`config.mk`:
```
export PLATFORM = sky130hd
export DESIGN_NAME = issueLane_flat
export DESIGN_NICKNAME = d
export VERILOG_FILES = /design/src/issuePkg.sv /design/src/laneIf.sv /design/src/resultIf.sv /design/src/issueLane.sv /design/src/flat_wrapper.sv
export SDC_FILE = /design/constraint.sdc
export NUM_CORES = 1
export LEC_CHECK = 0
export ABC_AREA = 0
export BUFFER_PORTS_ARGS = -buffer_cell sky130_fd_sc_hd__clkbuf_2
export CAP_MARGIN = 20
export CORE_ASPECT_RATIO = 1.4
export CORE_MARGIN = 2
export CORE_UTILIZATION = 35
export CTS_BUF_LIST = sky130_fd_sc_hd__clkbuf_2 sky130_fd_sc_hd__clkbuf_4 sky130_fd_sc_hd__clkbuf_8
export DETAILED_ROUTE_END_ITERATION = 6
export PLACE_DENSITY = 0.6
export SLEW_MARGIN = 20
export SYNTH_ARGS = -nofsm -noshare
export SYNTH_HDL_FRONTEND = slang
export SYNTH_SLANG_ARGS = --single-unit
```
`constraint.sdc`:
```
create_clock -name clk -period 10.2 [get_ports clk]
set_input_delay 0.51 -clock clk [delete_from_list [all_inputs] [get_ports clk]]
set_output_delay 0.51 -clock clk [all_outputs]
set_load 0.01 [all_outputs]
```
`src/issuePkg.sv`:
```
package issuePkg;

    localparam int numLanes = 4;
    localparam int laneDepth = 4;
    localparam int laneIdxW = $clog2(numLanes);
    localparam int entryIdxW = $clog2(laneDepth);

    localparam int numRegs = 8;
    localparam int regIdxW = 3;
    localparam int dataW = 32;

    localparam int numTags = 16;
    localparam int tagW = 4;

    typedef enum logic [2:0] {
        opLi,   // immediate, zero-extended.
        opAdd,
        opSub,
        opAnd,
        opOr,
        opXor,
        opSll,  // shift by low 5 bits of B.
        opSrl
    } op_t;

    typedef logic [tagW-1:0] tag_t;

    // the ready flag next to the word says which reading holds.
    typedef union packed {
        logic [dataW-1:0] value;
        struct packed {
            logic [dataW-tagW-1:0] pad;
            tag_t tag;
        } pend;
    } operand_t;

endpackage

```
`src/laneIf.sv`:
```
`timescale 1ns/1ns

interface laneIf;

    logic valid;
    issuePkg::op_t op;
    logic [issuePkg::regIdxW-1:0] dst;
    issuePkg::tag_t tag;
    issuePkg::operand_t srcA;
    logic readyA;
    issuePkg::operand_t srcB;
    logic readyB;
    logic full;     // no free entry left.

    modport dispatch (
        output valid, op, dst, tag, srcA, readyA, srcB, readyB,
        input full
    );

    modport lane (
        input valid, op, dst, tag, srcA, readyA, srcB, readyB,
        output full
    );

endinterface

```
`src/resultIf.sv`:
```
`timescale 1ns/1ns

interface resultIf;

    logic valid;
    issuePkg::tag_t tag;
    logic [issuePkg::regIdxW-1:0] dst;
    logic [issuePkg::dataW-1:0] value;
    logic grant;    // result taken at this edge.

    modport lane (output valid, tag, dst, value, input grant);
    modport arbiter (input valid, tag, dst, value, output grant);

    // broadcast side, no handshake.
    modport source (output valid, tag, dst, value);
    modport sink (input valid, tag, dst, value);

endinterface

```
`src/issueLane.sv`:
```
`timescale 1ns/1ns

module issueLane
(
    input logic clk,
    input logic rstN,
    laneIf.lane inst,
    resultIf.lane res,
    resultIf.sink bcast
);

    logic [issuePkg::laneDepth-1:0] entValid;
    logic [issuePkg::laneDepth-1:0] entReadyA;
    logic [issuePkg::laneDepth-1:0] entReadyB;
    issuePkg::op_t entOp[issuePkg::laneDepth];
    logic [issuePkg::regIdxW-1:0] entDst[issuePkg::laneDepth];
    issuePkg::tag_t entTag[issuePkg::laneDepth];
    issuePkg::operand_t entA[issuePkg::laneDepth];
    issuePkg::operand_t entB[issuePkg::laneDepth];
    logic [issuePkg::laneDepth-1:0] older[issuePkg::laneDepth]; // older[j][i]: j before i.

    logic [issuePkg::laneDepth-1:0] rdy;
    logic [issuePkg::entryIdxW-1:0] freeIdx;
    logic [issuePkg::entryIdxW-1:0] issueIdx;
    logic canIssue;
    logic doIssue;
    logic [issuePkg::dataW-1:0] aluOut;

    logic resValid;
    issuePkg::tag_t resTag;
    logic [issuePkg::regIdxW-1:0] resDst;
    logic [issuePkg::dataW-1:0] resValue;

    // oldest entry with both operands present.
    always_comb begin
        logic blocked;
        canIssue = 1'b0;
        issueIdx = '0;
        for (int i = 0; i < issuePkg::laneDepth; i++) begin
            rdy[i] = entValid[i] && entReadyA[i] && entReadyB[i];
        end
        for (int i = 0; i < issuePkg::laneDepth; i++) begin
            blocked = 1'b0;
            for (int j = 0; j < issuePkg::laneDepth; j++) begin
                if (rdy[j] && older[j][i]) blocked = 1'b1;
            end
            if (rdy[i] && !blocked) begin
                canIssue = 1'b1;
                issueIdx = i[issuePkg::entryIdxW-1:0];
            end
        end
    end

    always_comb begin
        freeIdx = '0;
        for (int i = issuePkg::laneDepth - 1; i >= 0; i--) begin
            if (!entValid[i]) freeIdx = i[issuePkg::entryIdxW-1:0];
        end
    end

    assign inst.full = &entValid;
    assign doIssue = canIssue && (!resValid || res.grant); // result slot frees this edge.

    always_comb begin
        logic [issuePkg::dataW-1:0] a;
        logic [issuePkg::dataW-1:0] b;
        a = entA[issueIdx].value;
        b = entB[issueIdx].value;
        case (entOp[issueIdx])
            issuePkg::opLi:  aluOut = a;
            issuePkg::opAdd: aluOut = a + b;
            issuePkg::opSub: aluOut = a - b;
            issuePkg::opAnd: aluOut = a & b;
            issuePkg::opOr:  aluOut = a | b;
            issuePkg::opXor: aluOut = a ^ b;
            issuePkg::opSll: aluOut = a << b[4:0];
            issuePkg::opSrl: aluOut = a >> b[4:0];
            default:         aluOut = a;
        endcase
    end

    always_ff @(posedge clk) begin
        if (!rstN) begin
            entValid <= '0;
            resValid <= 1'b0;
        end else begin
            if (doIssue) entValid[issueIdx] <= 1'b0;
            if (inst.valid) entValid[freeIdx] <= 1'b1;
            if (doIssue) begin
                resValid <= 1'b1;
            end else if (res.grant) begin
                resValid <= 1'b0;
            end
        end
    end

    always_ff @(posedge clk) begin
        // wakeup on the shared broadcast.
        for (int i = 0; i < issuePkg::laneDepth; i++) begin
            if (entValid[i] && bcast.valid) begin
                if (!entReadyA[i] && entA[i].pend.tag == bcast.tag) begin
                    entA[i].value <= bcast.value;
                    entReadyA[i] <= 1'b1;
                end
                if (!entReadyB[i] && entB[i].pend.tag == bcast.tag) begin
                    entB[i].value <= bcast.value;
                    entReadyB[i] <= 1'b1;
                end
            end
        end
        if (inst.valid) begin
            entOp[freeIdx] <= inst.op;
            entDst[freeIdx] <= inst.dst;
            entTag[freeIdx] <= inst.tag;
            entA[freeIdx] <= inst.srcA;
            entReadyA[freeIdx] <= inst.readyA;
            entB[freeIdx] <= inst.srcB;
            entReadyB[freeIdx] <= inst.readyB;
            older[freeIdx] <= '0; // newest, older than nothing.
            for (int j = 0; j < issuePkg::laneDepth; j++) begin
                older[j][freeIdx] <= entValid[j];
            end
        end
        if (doIssue) begin
            resTag <= entTag[issueIdx];
            resDst <= entDst[issueIdx];
            resValue <= aluOut;
        end
    end

    assign res.valid = resValid;
    assign res.tag = resTag;
    assign res.dst = resDst;
    assign res.value = resValue;

endmodule

```
`src/flat_wrapper.sv`:
```
// flat-port wrapper written by rule: the top's interface ports become plain ports
module issueLane_flat 
  (clk, rstN, inst_valid, inst_op, inst_dst, inst_tag, inst_srcA, inst_readyA, inst_srcB, inst_readyB, inst_full, res_valid, res_tag, res_dst, res_value, res_grant, bcast_valid, bcast_tag, bcast_dst, bcast_value);
  laneIf inst_i ();
  resultIf res_i ();
  resultIf bcast_i ();
  input logic clk;
  input logic rstN;
  input wire logic [$bits(inst_i.valid)-1:0] inst_valid;
  input wire logic [$bits(inst_i.op)-1:0] inst_op;
  input wire logic [$bits(inst_i.dst)-1:0] inst_dst;
  input wire logic [$bits(inst_i.tag)-1:0] inst_tag;
  input wire logic [$bits(inst_i.srcA)-1:0] inst_srcA;
  input wire logic [$bits(inst_i.readyA)-1:0] inst_readyA;
  input wire logic [$bits(inst_i.srcB)-1:0] inst_srcB;
  input wire logic [$bits(inst_i.readyB)-1:0] inst_readyB;
  output wire logic [$bits(inst_i.full)-1:0] inst_full;
  output wire logic [$bits(res_i.valid)-1:0] res_valid;
  output wire logic [$bits(res_i.tag)-1:0] res_tag;
  output wire logic [$bits(res_i.dst)-1:0] res_dst;
  output wire logic [$bits(res_i.value)-1:0] res_value;
  input wire logic [$bits(res_i.grant)-1:0] res_grant;
  input wire logic [$bits(bcast_i.valid)-1:0] bcast_valid;
  input wire logic [$bits(bcast_i.tag)-1:0] bcast_tag;
  input wire logic [$bits(bcast_i.dst)-1:0] bcast_dst;
  input wire logic [$bits(bcast_i.value)-1:0] bcast_value;
  assign inst_i.valid = inst_valid;
  assign inst_i.op = inst_op;
  assign inst_i.dst = inst_dst;
  assign inst_i.tag = inst_tag;
  assign inst_i.srcA = inst_srcA;
  assign inst_i.readyA = inst_readyA;
  assign inst_i.srcB = inst_srcB;
  assign inst_i.readyB = inst_readyB;
  assign inst_full = inst_i.full;
  assign res_valid = res_i.valid;
  assign res_tag = res_i.tag;
  assign res_dst = res_i.dst;
  assign res_value = res_i.value;
  assign res_i.grant = res_grant;
  assign bcast_i.valid = bcast_valid;
  assign bcast_i.tag = bcast_tag;
  assign bcast_i.dst = bcast_dst;
  assign bcast_i.value = bcast_value;
  issueLane u_core (.clk(clk), .rstN(rstN), .inst(inst_i), .res(res_i), .bcast(bcast_i));
endmodule
```
---- Yosys cells after proc, flatten, opt, wreduce, memory -nomap -nowiden ----
Memory sizes are Yosys's and may differ from the RTL's. A register that Yosys moved wholly into a read port is not among the register bits.
Index checks and enable logic that the tools add are counted.
word-level totals
  RAM bits ................................ 312
  memories ................................ 6
  bits in registers ....................... 45
  logic and storage cells ................. 184
cells by class
  muxes and demuxes ....................... 84
  shift-type cells ........................ 2
  bitwise gates (word level) .............. 6
  add/subtract/negate cells ............... 2
  $lt $le $gt $ge ......................... 4
  equal/unequal tests ..................... 15
  reduce and logical (&&, ||, !) cells .... 60
memories
  name           depth  bits a word  read ports  clocked after Yosys merged registers in  write ports  line             source
  u_core.entA    4      32           5           0                                        5            issueLane.sv:18  issuePkg::operand_t entA[issuePkg::laneDepth];
  u_core.entB    4      32           5           0                                        5            issueLane.sv:19  issuePkg::operand_t entB[issuePkg::laneDepth];
  u_core.entTag  4      4            1           1                                        1            issueLane.sv:17  issuePkg::tag_t entTag[issuePkg::laneDepth];
  u_core.older   4      4            4           0                                        5            issueLane.sv:20  logic [issuePkg::laneDepth-1:0] older[issuePkg::laneDepth];
  u_core.entDst  4      3            1           1                                        1            issueLane.sv:16  logic [issuePkg::regIdxW-1:0] entDst[issuePkg::laneDepth];
  u_core.entOp   4      3            1           0                                        1            issueLane.sv:15  issuePkg::op_t entOp[issuePkg::laneDepth];
operator list
  cell                                                                count
  case mux 32 bit (8 select lines)                                    1
  2-to-1 mux 1 bit                                                    67
  logical AND 1 bit                                                   43
  adder 32 bit                                                        1
  AND 32 bit                                                          1
  equality test 4 bit                                                 8
  bitwise OR 32 bit                                                   1
  left shift 32 x 5 -> 32 bit                                         1
  >> shifter 32 x 5 -> 32 bit                                         1
  subtractor 32 bit                                                   1
  XOR 32 bit                                                          1
  2-to-1 mux 4 bit                                                    6
  logical NOT 1 bit                                                   13
  equality test 3 bit (second input constant)                         4
  2-to-1 mux 2 bit                                                    6
  bitwise mux 4 bit                                                   2
  equality test 3 x 2 -> 1 bit (second input constant)                2
  < comparator 2 x 3 -> 1 bit (second input constant)                 2
  AND 4 bit                                                           1
  demux 1 bit (select 2 bit)                                          2
  greater-or-equal comparator 2 x 1 -> 1 bit (second input constant)  2
  NOT 4 bit                                                           1
  bitwise OR 4 bit                                                    1
  AND reduction 4 bit                                                 1
  4 further kinds                                                     4

---- Longest topological paths before layout ----
Gate-level depths: netlist of the first run.
  depth after elaboration ................. 22
  gate-level depth with buffers ........... 27

---- Worst setup path before layout of the first run ----
OpenSTA, ideal clock, no wires.
  path kind ............................... reg2reg
  from .................................... memory u_core.older[1][1] in the netlist's numbering
  to ...................................... register u_core.resValue, in the netlist u_core.res.value[25] (data pin)
  arrival ................................. 5.380 ns
  setup time .............................. 0.265 ns
  required time ........................... 9.935 ns
  stages on the path, launching flop included .. 23
  buffers on the path ..................... 2
  path slack .............................. 4.555 ns
  path through ............................ edfxtp_1 > and4b_2 > nand4_2 > or4_1 > o211a_1 > nor3_1 > clkbuf_1 > buf_2 > nor2_1 > a21oi_1 > inv_1 > ha_1 > nor2b_1 > o31a_1 > o21ai_0 > o31a_1 > a31oi_1 > a211o_1 > a21o_1 > a21o_1 > a31oi_1 > a21oi_1 > or3_1
RTL lines
  what                  line              source
  start, declared       issueLane.sv:20
  end signal, assigned  issueLane.sv:127  resValue <= aluOut;
  end, declared         issueLane.sv:32   logic [issuePkg::dataW-1:0] resValue;

---- Worst setup path in the final report of the first run ----
  from .................................... register u_core.entValid[2] in the netlist's numbering
  to ...................................... register u_core.resValue, in the netlist u_core.res.value[29] (data pin)
between the ends
  cells in the longest elaborated chain, start to end .. 13
  elaborated cells on any way between the ends .. 39
  those cells by class .................... add/sub (2); eq/ne (7); shift (2); mux (10); bitwise (3); reduce/logical (12); memory (3)
RTL lines
  what                                               line             source
  start, declared                                    issueLane.sv:12  logic [issuePkg::laneDepth-1:0] entValid;
  start signal, assigned                             issueLane.sv:84  entValid <= '0;
  start signal, assigned by index                    issueLane.sv:87  if (doIssue) entValid[issueIdx] <= 1'b0;
  start signal, assigned by index                    issueLane.sv:88  if (inst.valid) entValid[freeIdx] <= 1'b1;
  logical AND 1 bit * (2 in a row)                   issueLane.sv:40  rdy[i] = entValid[i] && entReadyA[i] && entReadyB[i];
  logical AND 1 bit                                  issueLane.sv:45  if (rdy[j] && older[j][i]) blocked = 1'b1;
  2-to-1 mux 1 bit (2 in a row)                      issueLane.sv:45
  logical NOT 1 bit                                  issueLane.sv:47  if (rdy[i] && !blocked) begin
  logical AND 1 bit                                  issueLane.sv:47
  2-to-1 mux 1 bit                                   issueLane.sv:47
  2-to-1 mux 2 bit                                   issueLane.sv:47
  2-to-1 mux 2 bit *                                 issueLane.sv:47
  memory (4 x 32 bit), or another cell as far along  n/a
  subtractor 32 bit, or another cell as far along    issueLane.sv:72  issuePkg::opSub: aluOut = a - b;
  case mux 32 bit (8 select lines) *                 issueLane.sv:69  case (entOp[issueIdx])
  via u_core.aluOut, one bit                         issueLane.sv:27  logic [issuePkg::dataW-1:0] aluOut;
Mark *: on every way through the listed nets, which the timed path passes. The rest lies on a longest branch.
A chain may end at the register's enable or synchronous reset.

==> results of run 1 <==
## final cells by class
| type | instances | area (sq um) |
|---|---|---|
| multi-input combinational | 2166 | 12810 |
| timing repair buffer | 222 | 1289 |
| clock buffer | 61 | 802.0 |
| sequential | 364 | 10800 |
| clock inverter | 36 | 450.4 |
| tap | 936 | 1171 |
| inverter | 83 | 316.6 |
| antenna | 2 | 5.005 |
| fill | 7124 | 42430 |
## routing by layer
metal / up-vias / track usage / part of all wire
li1: 10230 / - / -
met1: 10750 / 0.3088 / 0.38
met2: 1143 / 0.4334 / 0.48
met3: 291 / 0.04755 / 0.079
met4: 18 / 0.1447 / 0.059
met5: - / 0 / 0.0013
## worst max-delay path, delay by kind of cell (launching register included)
| family | cells | cell delay (ns) |
|---|---|---|
| AO/OA/AOI/OAI | 10 | 2.96 |
| flip-flops | 1 | 0.63 |
| AND/OR/NAND/NOR | 7 | 2.55 |
| buffers and inverters | 1 | 0.48 |
| XOR/XNOR | 2 | 0.33 |
| adder cells (fa/ha/maj) | 1 | 0.38 |
## through the flow
step	utilization	instances	cell area (sq um)	power [mW]	hold slack [ns]
2_1_floorplan	-	2796	24730	2.626	0.5197
3_3_place_gp	0.3757	3765	26330	3.043	0.5278
3_5_place_dp	0.3757	3765	26330	3.050	0.5445
4_1_cts	0.3944	3868	27640	4.477	0.0006319
5_1_grt	0.3945	3869	27640	4.650	0.02802
6_report	0.3945	3870	27640	4.474	0.05035
## synthesized netlist by cell type, types with 7 or more instances
master,number
nand2_1,763
edfxtp_1,351
nor2_1,213
a21oi_1,208
mux2i_1,106
ha_1,97
o21ai_0,95
clkbuf_1,92
inv_1,77
nand3_1,66
xnor2_1,54
nor3_1,50
o22ai_1,42
buf_2,39
xor2_1,33
a22oi_1,32
a221oi_1,29
nand4_1,25
mux2_2,24
a31oi_1,23
o211ai_1,23
buf_1,22
a2bb2oi_1,20
and2_1,20
buf_6,20
a211oi_1,18
a21o_1,17
dfxtp_1,13
o21a_1,11
o21ai_1,11
a211o_1,10
and3_1,8
buf_4,8
nand2b_1,8
o221ai_1,8
a22o_1,7
o31ai_1,7
## worst paths after layout
path / cells after the start / slack (ns) / end
worst min register to register: 2 / 0.55 / u_core.res.dst[1]
worst max register to register: 21 / 2.55 / u_core.res.value[29]
worst max-delay path: 21 / 2.55 / u_core.res.value[29]
worst min-delay path: 1 / 0.05 / u_core.entTag[3][3]
## state kept, by name, indices dropped and copies added (netlist names)
signal            count
u_core.entA         128
u_core.entB         128
u_core.res.value     32
u_core.entTag        16
u_core.older         16
u_core.entDst        12
u_core.entOp         12
u_core.entReadyA      4
u_core.entReadyB      4
u_core.entValid       4
u_core.res.tag        4
u_core.res.dst        3
u_core.res.valid      1
## power by group through the flow
| stage | sequential (mW) | clock (mW) | combinational, mW |
|---|---|---|---|
| finish | 1.77 | 1.42 | 1.28 |
| detailed placement | 1.80 | 0 | 1.25 |
| CTS | 1.77 | 1.45 | 1.25 |
| global placement | 1.80 | 0 | 1.24 |
| global route | 1.78 | 1.49 | 1.38 |
| floorplan | 1.79 | 0 | 0.831 |
## repair_timing
item | CTS | global route
endpoints found under the hold margin | 24 | 0
hold buffers | 6 | 0
buffers inserted | 0 | 0
endpoints found under the setup margin | 0 | 0
## cells by family (layout without fill, tap and decap cells)
logic type / count (synthesis) / after routing
other cells: 1 / 5
xor+xnor: 87 / 87
flops: 364 / 364
compound gates: 647 / 647
simple gates: 1197 / 1197
buf+inv: 266 / 402
mux: 134 / 134
fa+ha+maj: 98 / 98
==> impl_results.md, run 1 <==
- Mean Syn Cell Area: roughly 8.8 sq um
- Commonest non-fill, non-tap cell in the layout: nand2_1
- Multiplexer share of the synthesized area: 0.05749
- Ports: between 150 and 200
- WL per Instance: between 20 and 25 um
- Post-CTS resize count: 0
- Bufs on Longest Clock Path: 3
- Clock Sinks: around 360
- Die Footprint: around 73000 sq um
- DR vias: about 22000
- Place WS: 2.740 ns
- CP arrival: between 8 and 9 ns
- Commonest cells after routing, fill and taps aside: nand2_1 (762), edfxtp_1 (351), nor2_1 (212), a21oi_1 (206), clkbuf_2 (157)
- Logic pwr share: 0.286
- EDFF count, synth: approximately 350
- Skew-Pair Late Insertion Delay: about 0.71 ns
- Chip width: 228.6 um
- YS warnings: 0
- Psw: between 1.5 and 2 mW
- Pin count of the biggest net entering global routing: a little over 80
- TritonRoute pass-1 iters: 6
- # H-tree levels: 2
- Layout area overhead: 11.82%
- Detail Placement HPWL: 66000 um
- Hold wc startpoint: inst_tag[3]
- DRC violations left: 0
- Synth Cell Area: 24720 sq um
- Vias in the first global route: 21950
- CP Class: reg -> reg
- Post-synthesis xor/xnor area fraction: 0.03082
- Slew headroom: 0.2513
- Synth top area share: 0.4263
- Worst reg2reg startpoint: u_core.entValid[2]
- ANT nets after route: 0
- RSZ-0062 raised after global routing: no
- First-pass GRT wire length: between 100000 and 150000 um
- Crit path cell chain: and4b_1, nand4_1, nor3_1, a211o_1, buf_4, nand2_1, nor2_1, a31oi_1, xnor2_1, ha_1, a21oi_1, nand2_1, o21ai_0, o31a_1, a31oi_1, a211o_1, a21o_1, a21oi_1, nor2_1, xor2_1, a221o_1
- Pwr/cell area: 161.8 nW/um^2
- TritonCTS clock tree: built
- Yosys reg bits: 364
- Worst-Margin Slew: roughly 1.1 ns
- Post-synthesis adder-cell area fraction: 0.04990
- Final Net Count: 3110
- Overall routed net length: 96080 um
- Final hold violation count: 0
- Critical Path Start Type: flop
- Largest family of logic cells by synthesized area: simple AND/OR/NAND/NOR gates
- Initial antenna violation count: 11
- Die Ht: 318.5 um
- Synth Flop Type: edfxtp_1
- Cells after Synth: 2794
- Flop pwr share: 0.396
- Tcrit/Tclk final: 0.7505
- Leakage: approximately 11 nW
- Slowest-stage cell, CP: nor2_1
- Final worst path period need: around 7.7 ns
- Sequential share of the synthesized area: 0.4369
- Setup TNS: 0 ns
- Post-synth cell types: 97
- Clk_skew: between 0.02 and 0.03 ns
- RePlAce Congestion: between 0.9 and 1
- Core area: ~70000 sq um
- Power Internal: 2.954 mW
- Clock power share: 0.318
- Worst Setup SP: u_core.entValid[2]
- Total gr overflow: 0
- Setup violators final: 0
- FFs w/ async S/R, synth: 0
- Critical path capture point type: flop
- Post-synthesis compound-gate area fraction: 0.1730
- Simple logic cell fraction of the synthesized area: 0.2010
- Peak supply drop: between 0.08 and 0.09 mV
- Status: complete, no violations
- Worst hold path class: in -> reg
- WP data required: roughly 11 ns
- Total GRT Usage: 0.2574
- Max Slew Vio Count: 0
- Synth top area cells: edfxtp_1 (43%), nand2_1 (12%), ha_1 (4.9%)
- Worst setup margin: 2.545 ns
- Fmax: about 130 MHz
- Clock root buffer: clkbuf_8
- CTS Buf Count: 55
- Via/cell ratio: between 5 and 6
- Area leader, netlist: edfxtp_1
- FP Rows: between 100 and 150
- Sw frac: 0.3396
- Ratio of cells with drive above 1 in the final layout: 0.1340
- Crit path max fanout: 44
- Initial core utilization: 0.3528
- Initial drt markers: 2512
- Critical Path Max Stage Delay: approximately 0.70 ns
- Max Cap Violations: 0
- IO buf count: 157
- Reg clk slew, reported paths: around 0.070 ns
Power figures use the tool's default switching activity.
==> inputs of run 2 (changes only) <==
==> constraint.sdc (replaced) <==
create_clock -name clk -period 7.8 [get_ports clk]
set_input_delay 0.39 -clock clk [delete_from_list [all_inputs] [get_ports clk]]
set_output_delay 0.39 -clock clk [all_outputs]
set_load 0.01 [all_outputs]
==> run 2 against run 1 <==
Compared with the run above:
- critical path depth is 1 higher
- combinational power is 34% higher
- highest routed layer unchanged
- fmax is 10% higher
==> impl_results.md, run 2 (same netlist as run 1, synthesis figures left out) <==
- Slowest-stage cell, CP: nor4_1
- ANT nets after route: 0 (unchanged)
- Critical Path Max Stage Delay: 0.78 ns (+0.08 ns)
- IO buf count: 157 (unchanged)
- Reg area: 10800 sq um (unchanged)
- Final hold violation count: 0 (unchanged)
- Chip width: 228.6 um (unchanged)
- Skew-Pair Late Insertion Delay: 0.71 ns (about the same)
- Max Cap Violations: 0 (unchanged)
- FP Rows: 115 (unchanged)
- Critical Path Start Type: flop
- Worst-Margin Slew: 1.130 ns (+0.007182 ns)
- RSZ-0062 raised after global routing: no
- TritonCTS clock tree: built
- CTS Buf Count: 58 (+5.5%)
- Leakage: 11.59 nW (+2.5%)
- Bufs on Longest Clock Path: 3 (unchanged)
- Fillers: 7147 (+0.32%)
- Clock root buffer: clkbuf_8
- Worst hold path class: in -> reg
- CP Class: reg -> reg
- Crit path cell chain: nand4_1, and4_4, nor2_2, a211o_1, inv_1, nor4_1, nand3_1, or2_1, nand2_1, xnor2_1, ha_1, a21o_1, a21o_1, a21o_1, a41oi_1, nor3_1, a21oi_1, a21oi_1, o21ai_0, or3b_2, a22oi_1, or3_1
- Commonest non-fill, non-tap cell in the layout: nand2_1
- Die Ht: 318.5 um (unchanged)
- Setup violators final: 0 (unchanged)
- Tot Pwr: 5.713 mW (+28%)
- Place WS: 1.100 ns (-1.640 ns)
- Layout area overhead: 14.17%
- Clock Sinks: 364 (unchanged)
- Ratio of cells with drive above 1 in the final layout: 0.1389 (+0.004832)
- Peak supply drop: 0.1350 mV (+53%)
- Core area: 70070 sq um (unchanged)
- WP data required: 8.34 ns (-2.30 ns)
- Pwr/cell area: 202.4 nW/um^2 (+25%)
- Pin count of the biggest net entering global routing: 63 (-24%)
- Status: complete, no violations
- Initial antenna violation count: 4 (-7)
- Critical path capture point type: flop
- Final Non-Filler Cells: 3949 (+2.0%)
- Crit path max fanout: 30 (-32%)
- Multi-input logic area: 12810 sq um (about the same)
- Via/cell ratio: 5.756 (-0.69%)
- Initial core utilization: 0.3528 (unchanged)
- Critical path's most frequent cell: a21o_1
- DP Area: 26450 sq um (+0.47%)
- TritonRoute pass-1 iters: 6 (unchanged)
- CP arrival: 7.47 ns (-0.63 ns)
- DR vias: 22730 (+1.3%)
- Cell Count Post-Placement: 3780 (+0.40%)
- Vias in the first global route: 22310 (+1.6%)
- RePlAce Congestion: 0.9909 (+2.9%)
- Fin area: 28230 sq um (+2.1%)
- Fmax: 144.2 MHz (+10%)
- Final Net Count: 3183 (+2.3%)
- Final worst path period need: 6.934 ns (-0.7210 ns)
- Overall routed net length: 96150 um (about the same)
- Die Footprint: 72810 sq um (unchanged)
- Max Slew Vio Count: 0 (unchanged)
- WL per Instance: 24.35 um (-1.9%)
- Tcrit/Tclk final: 0.8889 (+0.1385)
- Final Util: 0.4028 (+0.008303)
- Hold_ws: 0.03957 ns (-0.01077 ns)
- Total GRT Usage: 0.2571 (-0.0002829)
- Total gr overflow: 0 (unchanged)
- Setup TNS: 0 ns (unchanged)
- Commonest cells after routing, fill and taps aside: nand2_1 (762), edfxtp_1 (351), nor2_1 (213), a21oi_1 (206), clkbuf_2 (157)
- Post-CTS resize count: 0 (unchanged)
- Delay-heaviest family, CP: simple AND/OR/NAND/NOR gates
- Detail Placement HPWL: 66640 um (+0.98%)
- # H-tree levels: 2 (unchanged)
- DRC violations left: 0 (unchanged)
- Reg clk slew, reported paths: 0.07 ns (about the same)
- Clk_skew: 0.05266 ns (+0.02272 ns)
- Slew headroom: 0.2465 (-0.004789)
- Critical path buffer and inverter count: 1 (unchanged)
- Ports: 161 (unchanged)
- Biggest regs: u_core.entA x128, u_core.entB x128, u_core.res.value x32
- Initial drt markers: 2109 (-16%)
- Worst setup margin: 0.8664 ns (-1.679 ns)
- First-pass GRT wire length: 141200 um (+0.11%)
[run 2: changes by cell type in the layout (fill, tap and decap cells not counted), moves of 4 or more]
cell,before,now
dlygate4sd3_1,6,61
clkbuf_4,6,23
buf_4,59,73
bufinv_16,10,1
clkbuf_8,55,61
clkinv_2,12,8
[run 2: layout make-up]
cell class | count | area share
clock buffers | 84 | 0.03586
flip-flops and latches | 364 | 0.3826
well taps | 936 | 0.04149
diodes | 3 | 0.0002660
clock inverters | 21 | 0.005186
repair buffers | 292 | 0.06960
inverters | 83 | 0.01122
multi-input cells | 2166 | 0.4537
[run 2: power by group]
part	internal (mW)	total, mW	switching [mW]
Combinational	0.596	1.71	1.12
Clock	0.872	1.68	0.810
Sequential	2.27	2.32	0.0534
Total	3.73	5.71	1.98
[run 2: timing repair]
action                                 in CTS  in global routing
endpoints found under the hold margin     154                  0
buffers inserted                            0                  0
hold buffers                               61                  0
setup endpoints to repair                   0                  0
[run 2: worst register-to-register path: cells and delay by family (launching register included)]
kind	cells	cell delay (ns)
AO/OA/AOI/OAI	9	2.23
XOR/XNOR	1	0.07
adder cells (fa/ha/maj)	1	0.37
buffers and inverters	1	0.13
flip-flops	1	0.67
AND/OR/NAND/NOR	10	3.30
[run 2: final timing paths]
path                     endpoint                start  depth (start not counted)  slack [ns]
max reg2reg  u_core.res.value[26]   u_core.entValid[2]                         22        0.87
min             u_core.entA[2][7]         inst_srcA[7]                          3        0.04
min reg2reg     u_core.res.tag[2]  u_core.entTag[0][2]                          2        0.56
max          u_core.res.value[26]   u_core.entValid[2]                         22        0.87
[run 2: per-layer routing]
| metal | track usage | share of wire |
|---|---|---|
| met1 | 0.3125 | 0.39 |
| met2 | 0.4341 | 0.48 |
| met3 | 0.04047 | 0.077 |
| met4 | 0.1431 | 0.057 |
| met5 | 0 | 0.00014 |
==> inputs of run 3 (changes only) <==
--- a/config.mk
+++ b/config.mk
@@ -8,7 +8,6 @@
 export ABC_AREA = 0
 export BUFFER_PORTS_ARGS = -buffer_cell sky130_fd_sc_hd__clkbuf_2
 export CAP_MARGIN = 20
-export CORE_ASPECT_RATIO = 1.4
 export CORE_MARGIN = 2
 export CORE_UTILIZATION = 35
 export CTS_BUF_LIST = sky130_fd_sc_hd__clkbuf_2 sky130_fd_sc_hd__clkbuf_4 sky130_fd_sc_hd__clkbuf_8
==> run 3 against run 2 <==
Compared with the run above:
- clock-buffer cell count rose by 2
- register-to-register slack got worse by 0.19 ns
- hold slack got worse by 0.0046 ns
- sequential power barely moved
- power rose by 1.1%
- sequential cell count did not move
- critical path depth fell by 2
- non-clock buffer count fell by 8
- largest power group unchanged
==> impl_results.md, run 3 (same netlist as run 1, synthesis figures left out) <==
- Status: complete, no violations
- Bufs on Longest Clock Path: 3 (unchanged)
- DRC violations left: 0 (unchanged)
- Tcrit/Tclk final: 0.9135 (+0.02458)
- Initial core utilization: 0.3530 (about the same)
- Setup TNS: 0 ns (unchanged)
- Clock root buffer: clkbuf_8
- ANT nets after route: 0 (unchanged)
- Fmax: 140.3 MHz (-2.7%)
- Leakage: 11.60 nW (about the same)
- Via/cell ratio: 5.697 (-1.0%)
- Hold wc startpoint: inst_srcB[20]
- Critical path capture point type: flop
- Final worst path period need: 7.125 ns (+0.1917 ns)
- Layout area overhead: 14.08% (about the same)
- Pwr/cell area: 204.9 nW/um^2 (+1.2%)
- Crit path max fanout: 37 (+23%)
- TritonRoute pass-1 iters: 6 (unchanged)
- Final hold violation count: 0 (unchanged)
- Total gr overflow: 0 (unchanged)
- Vias in the first global route: 21730 (-2.6%)
- Commonest cells after routing, fill and taps aside: nand2_1 (762), edfxtp_1 (351), nor2_1 (212), a21oi_1 (206), clkbuf_2 (157)
- WL per Instance: 23.59 um (-3.1%)
- Total GRT Usage: 0.2489 (-0.008281)
- Slew headroom: 0.2007 (-0.04578)
- Pin count of the biggest net entering global routing: 71 (+13%)
- TritonCTS clock tree: built
- Commonest non-fill, non-tap cell in the layout: nand2_1
- Flop pwr share: 0.401 (-0.005)
- Hold worst-path end: u_core.entB[1][20]
- Die Ht: 269.8 um (-15%)
- CP arrival: 7.51 ns (+0.04 ns)
- Ratio of cells with drive above 1 in the final layout: 0.1442 (+0.005316)
- FP Rows: 97 (-16%)
- Max Slew Vio Count: 0 (unchanged)
- Sw frac: 0.3433 (-0.003121)
- Biggest regs: u_core.entA x128, u_core.entB x128, u_core.res.value x32
- Peak supply drop: 0.1199 mV (-11%)
- CP Class: reg -> reg
- Core area: 70030 sq um (about the same)
- Clock power share: 0.302 (+0.008)
- Max Cap Violations: 0 (unchanged)
- Critical Path Start Type: flop
- Final Net Count: 3177 (-0.19%)
- IO buf count: 157 (unchanged)
- Ports: 161 (unchanged)
- DR vias: 22510 (-0.98%)
- Worst hold path class: in -> reg
- Initial antenna violation count: 1 (-3)
- Fin area: 28200 sq um (about the same)
- Detail Placement HPWL: 65470 um (-1.8%)
- Power Internal: 3.794 mW (+1.6%)
- Logic pwr share: 0.297 (-0.003)
- Die Footprint: 72780 sq um (about the same)
- Fillers: 7068 (-1.1%)
- Post-CTS resize count: 0 (unchanged)
- # H-tree levels: 2 (unchanged)
- Hold depth: 3 (unchanged)
- Skew-Pair Late Insertion Delay: 0.70 ns (about the same)
- Worst reg2reg startpoint: u_core.entValid[2]
- Worst-case reg-to-reg path depth: 20 (-9.1%)
- Chip width: 269.8 um (+18%)
- R2R setup slack: 0.67 ns (-0.19 ns)
- DP Area: 26550 sq um (+0.37%)
- Overall routed net length: 93200 um (-3.1%)
- CTS Buf Count: 60 (+3.4%)
- Reg2reg end: u_core.res.value[28]
- WP data required: 8.18 ns (-0.16 ns)
- # Post-CTS Setup Buffers: 0 (unchanged)
- Psw: 1.984 mW (+0.24%)
- Initial drt markers: 2535 (+20%)
- Setup violators final: 0 (unchanged)
- Worst-Margin Slew: 1.184 ns (+0.05364 ns)
- RePlAce Congestion: 1.009 (+1.8%)
- First-pass GRT wire length: 138600 um (-1.8%)
- Reg clk slew, reported paths: 0.06 ns (about the same)
- Clock Sinks: 364 (unchanged)
- Clk_skew: 0.04394 ns (-0.008720 ns)
- RSZ-0062 raised after global routing: no
-- run 3: cell types whose count changed in the layout (fill, tap and decap cells not counted), moves of 2 or more --
cell / delta
diode_2: -2
clkbuf_8: +2
dlygate4sd3_1: -20
clkinv_1: +6
buf_4: +12
-- run 3: what timing repair did --
action                                  in CTS  in global routing
endpoints found under the setup margin       0                  0
hold buffers                                41                  0
hold endpoints to repair                   113                  0
-- run 3: stage by stage --
stage	std cells	hold slack, ns	util	worst slack (ns)	total power [mW]
5_1_grt	3951	0.03617	0.4027	0.3385	6.018
6_report	3951	0.03497	0.4027	0.6746	5.778
2_1_floorplan	2796	0.4889	-	2.155	3.434
3_5_place_dp	3796	0.5483	0.3791	0.9313	4.005
4_1_cts	3950	0.0002834	0.4027	0.8966	5.768
3_3_place_gp	3796	0.5371	0.3791	1.036	3.996
-- run 3: layout make-up --
class	count	area [sq um]	area share
tap	940	1176	0.04170
antenna	1	2.502	0.00008873
timing repair buffer	284	1854	0.06575
clock buffer	86	1040	0.03687
multi-input combinational	2166	12810	0.4542
clock inverter	27	202.7	0.007187
inverter	83	316.6	0.01122
sequential	364	10800	0.3829
-- run 3: per-layer routing --
layer | wire (um) | track usage | part of all wire | vias up
li1 | - | - | - | 10380
met1 | 39220 | 0.3356 | 0.42 | 10770
met2 | 42860 | 0.4023 | 0.46 | 1157
met3 | 7509 | 0.03690 | 0.081 | 203
met4 | 3607 | 0.09810 | 0.039 | 0
met5 | 0 | 0 | 0 | -
-- run 3: power by group through the flow --
stage | registers [mW] | clock network [mW] | logic [mW]
after floorplan | 2.35 | 0 | 1.09
after global placement | 2.36 | 0 | 1.64
after detailed placement | 2.36 | 0 | 1.65
after CTS | 2.32 | 1.78 | 1.67
after global routing | 2.33 | 1.85 | 1.84
final | 2.32 | 1.74 | 1.72
-- run 3: how the worst max path moves through the flow --
stage,endpoint,start,slack (ns)
floorplan,u_core.res.value[25],u_core.older[1][1],2.15
global placement,u_core.res.value[28],u_core.entValid[2],1.04
detailed placement,u_core.res.value[28],u_core.entValid[2],0.93
CTS,u_core.res.value[28],u_core.entValid[2],0.90
global route,u_core.res.value[28],u_core.entValid[3],0.34
finish,u_core.res.value[28],u_core.entValid[2],0.67
-- run 3: worst max-delay path, stage by stage (launching register included) --
cell	delay, ns
dfxtp_1	0.67
nand4_1	0.37
and4_2	0.42
a2111oi_2	0.40
or3_4	0.56
inv_6	0.16
nor2_1	0.34
nand3_1	0.38
or2_1	0.41
o31ai_1	0.50
o21ai_1	0.17
xnor2_1	0.16
ha_1	0.33
nand3_1	0.21
nor4_1	0.07
a21oi_1	0.45
nor4b_1	0.39
o31ai_1	0.21
xor2_1	0.17
a211oi_1	0.27
a22oi_1	0.12
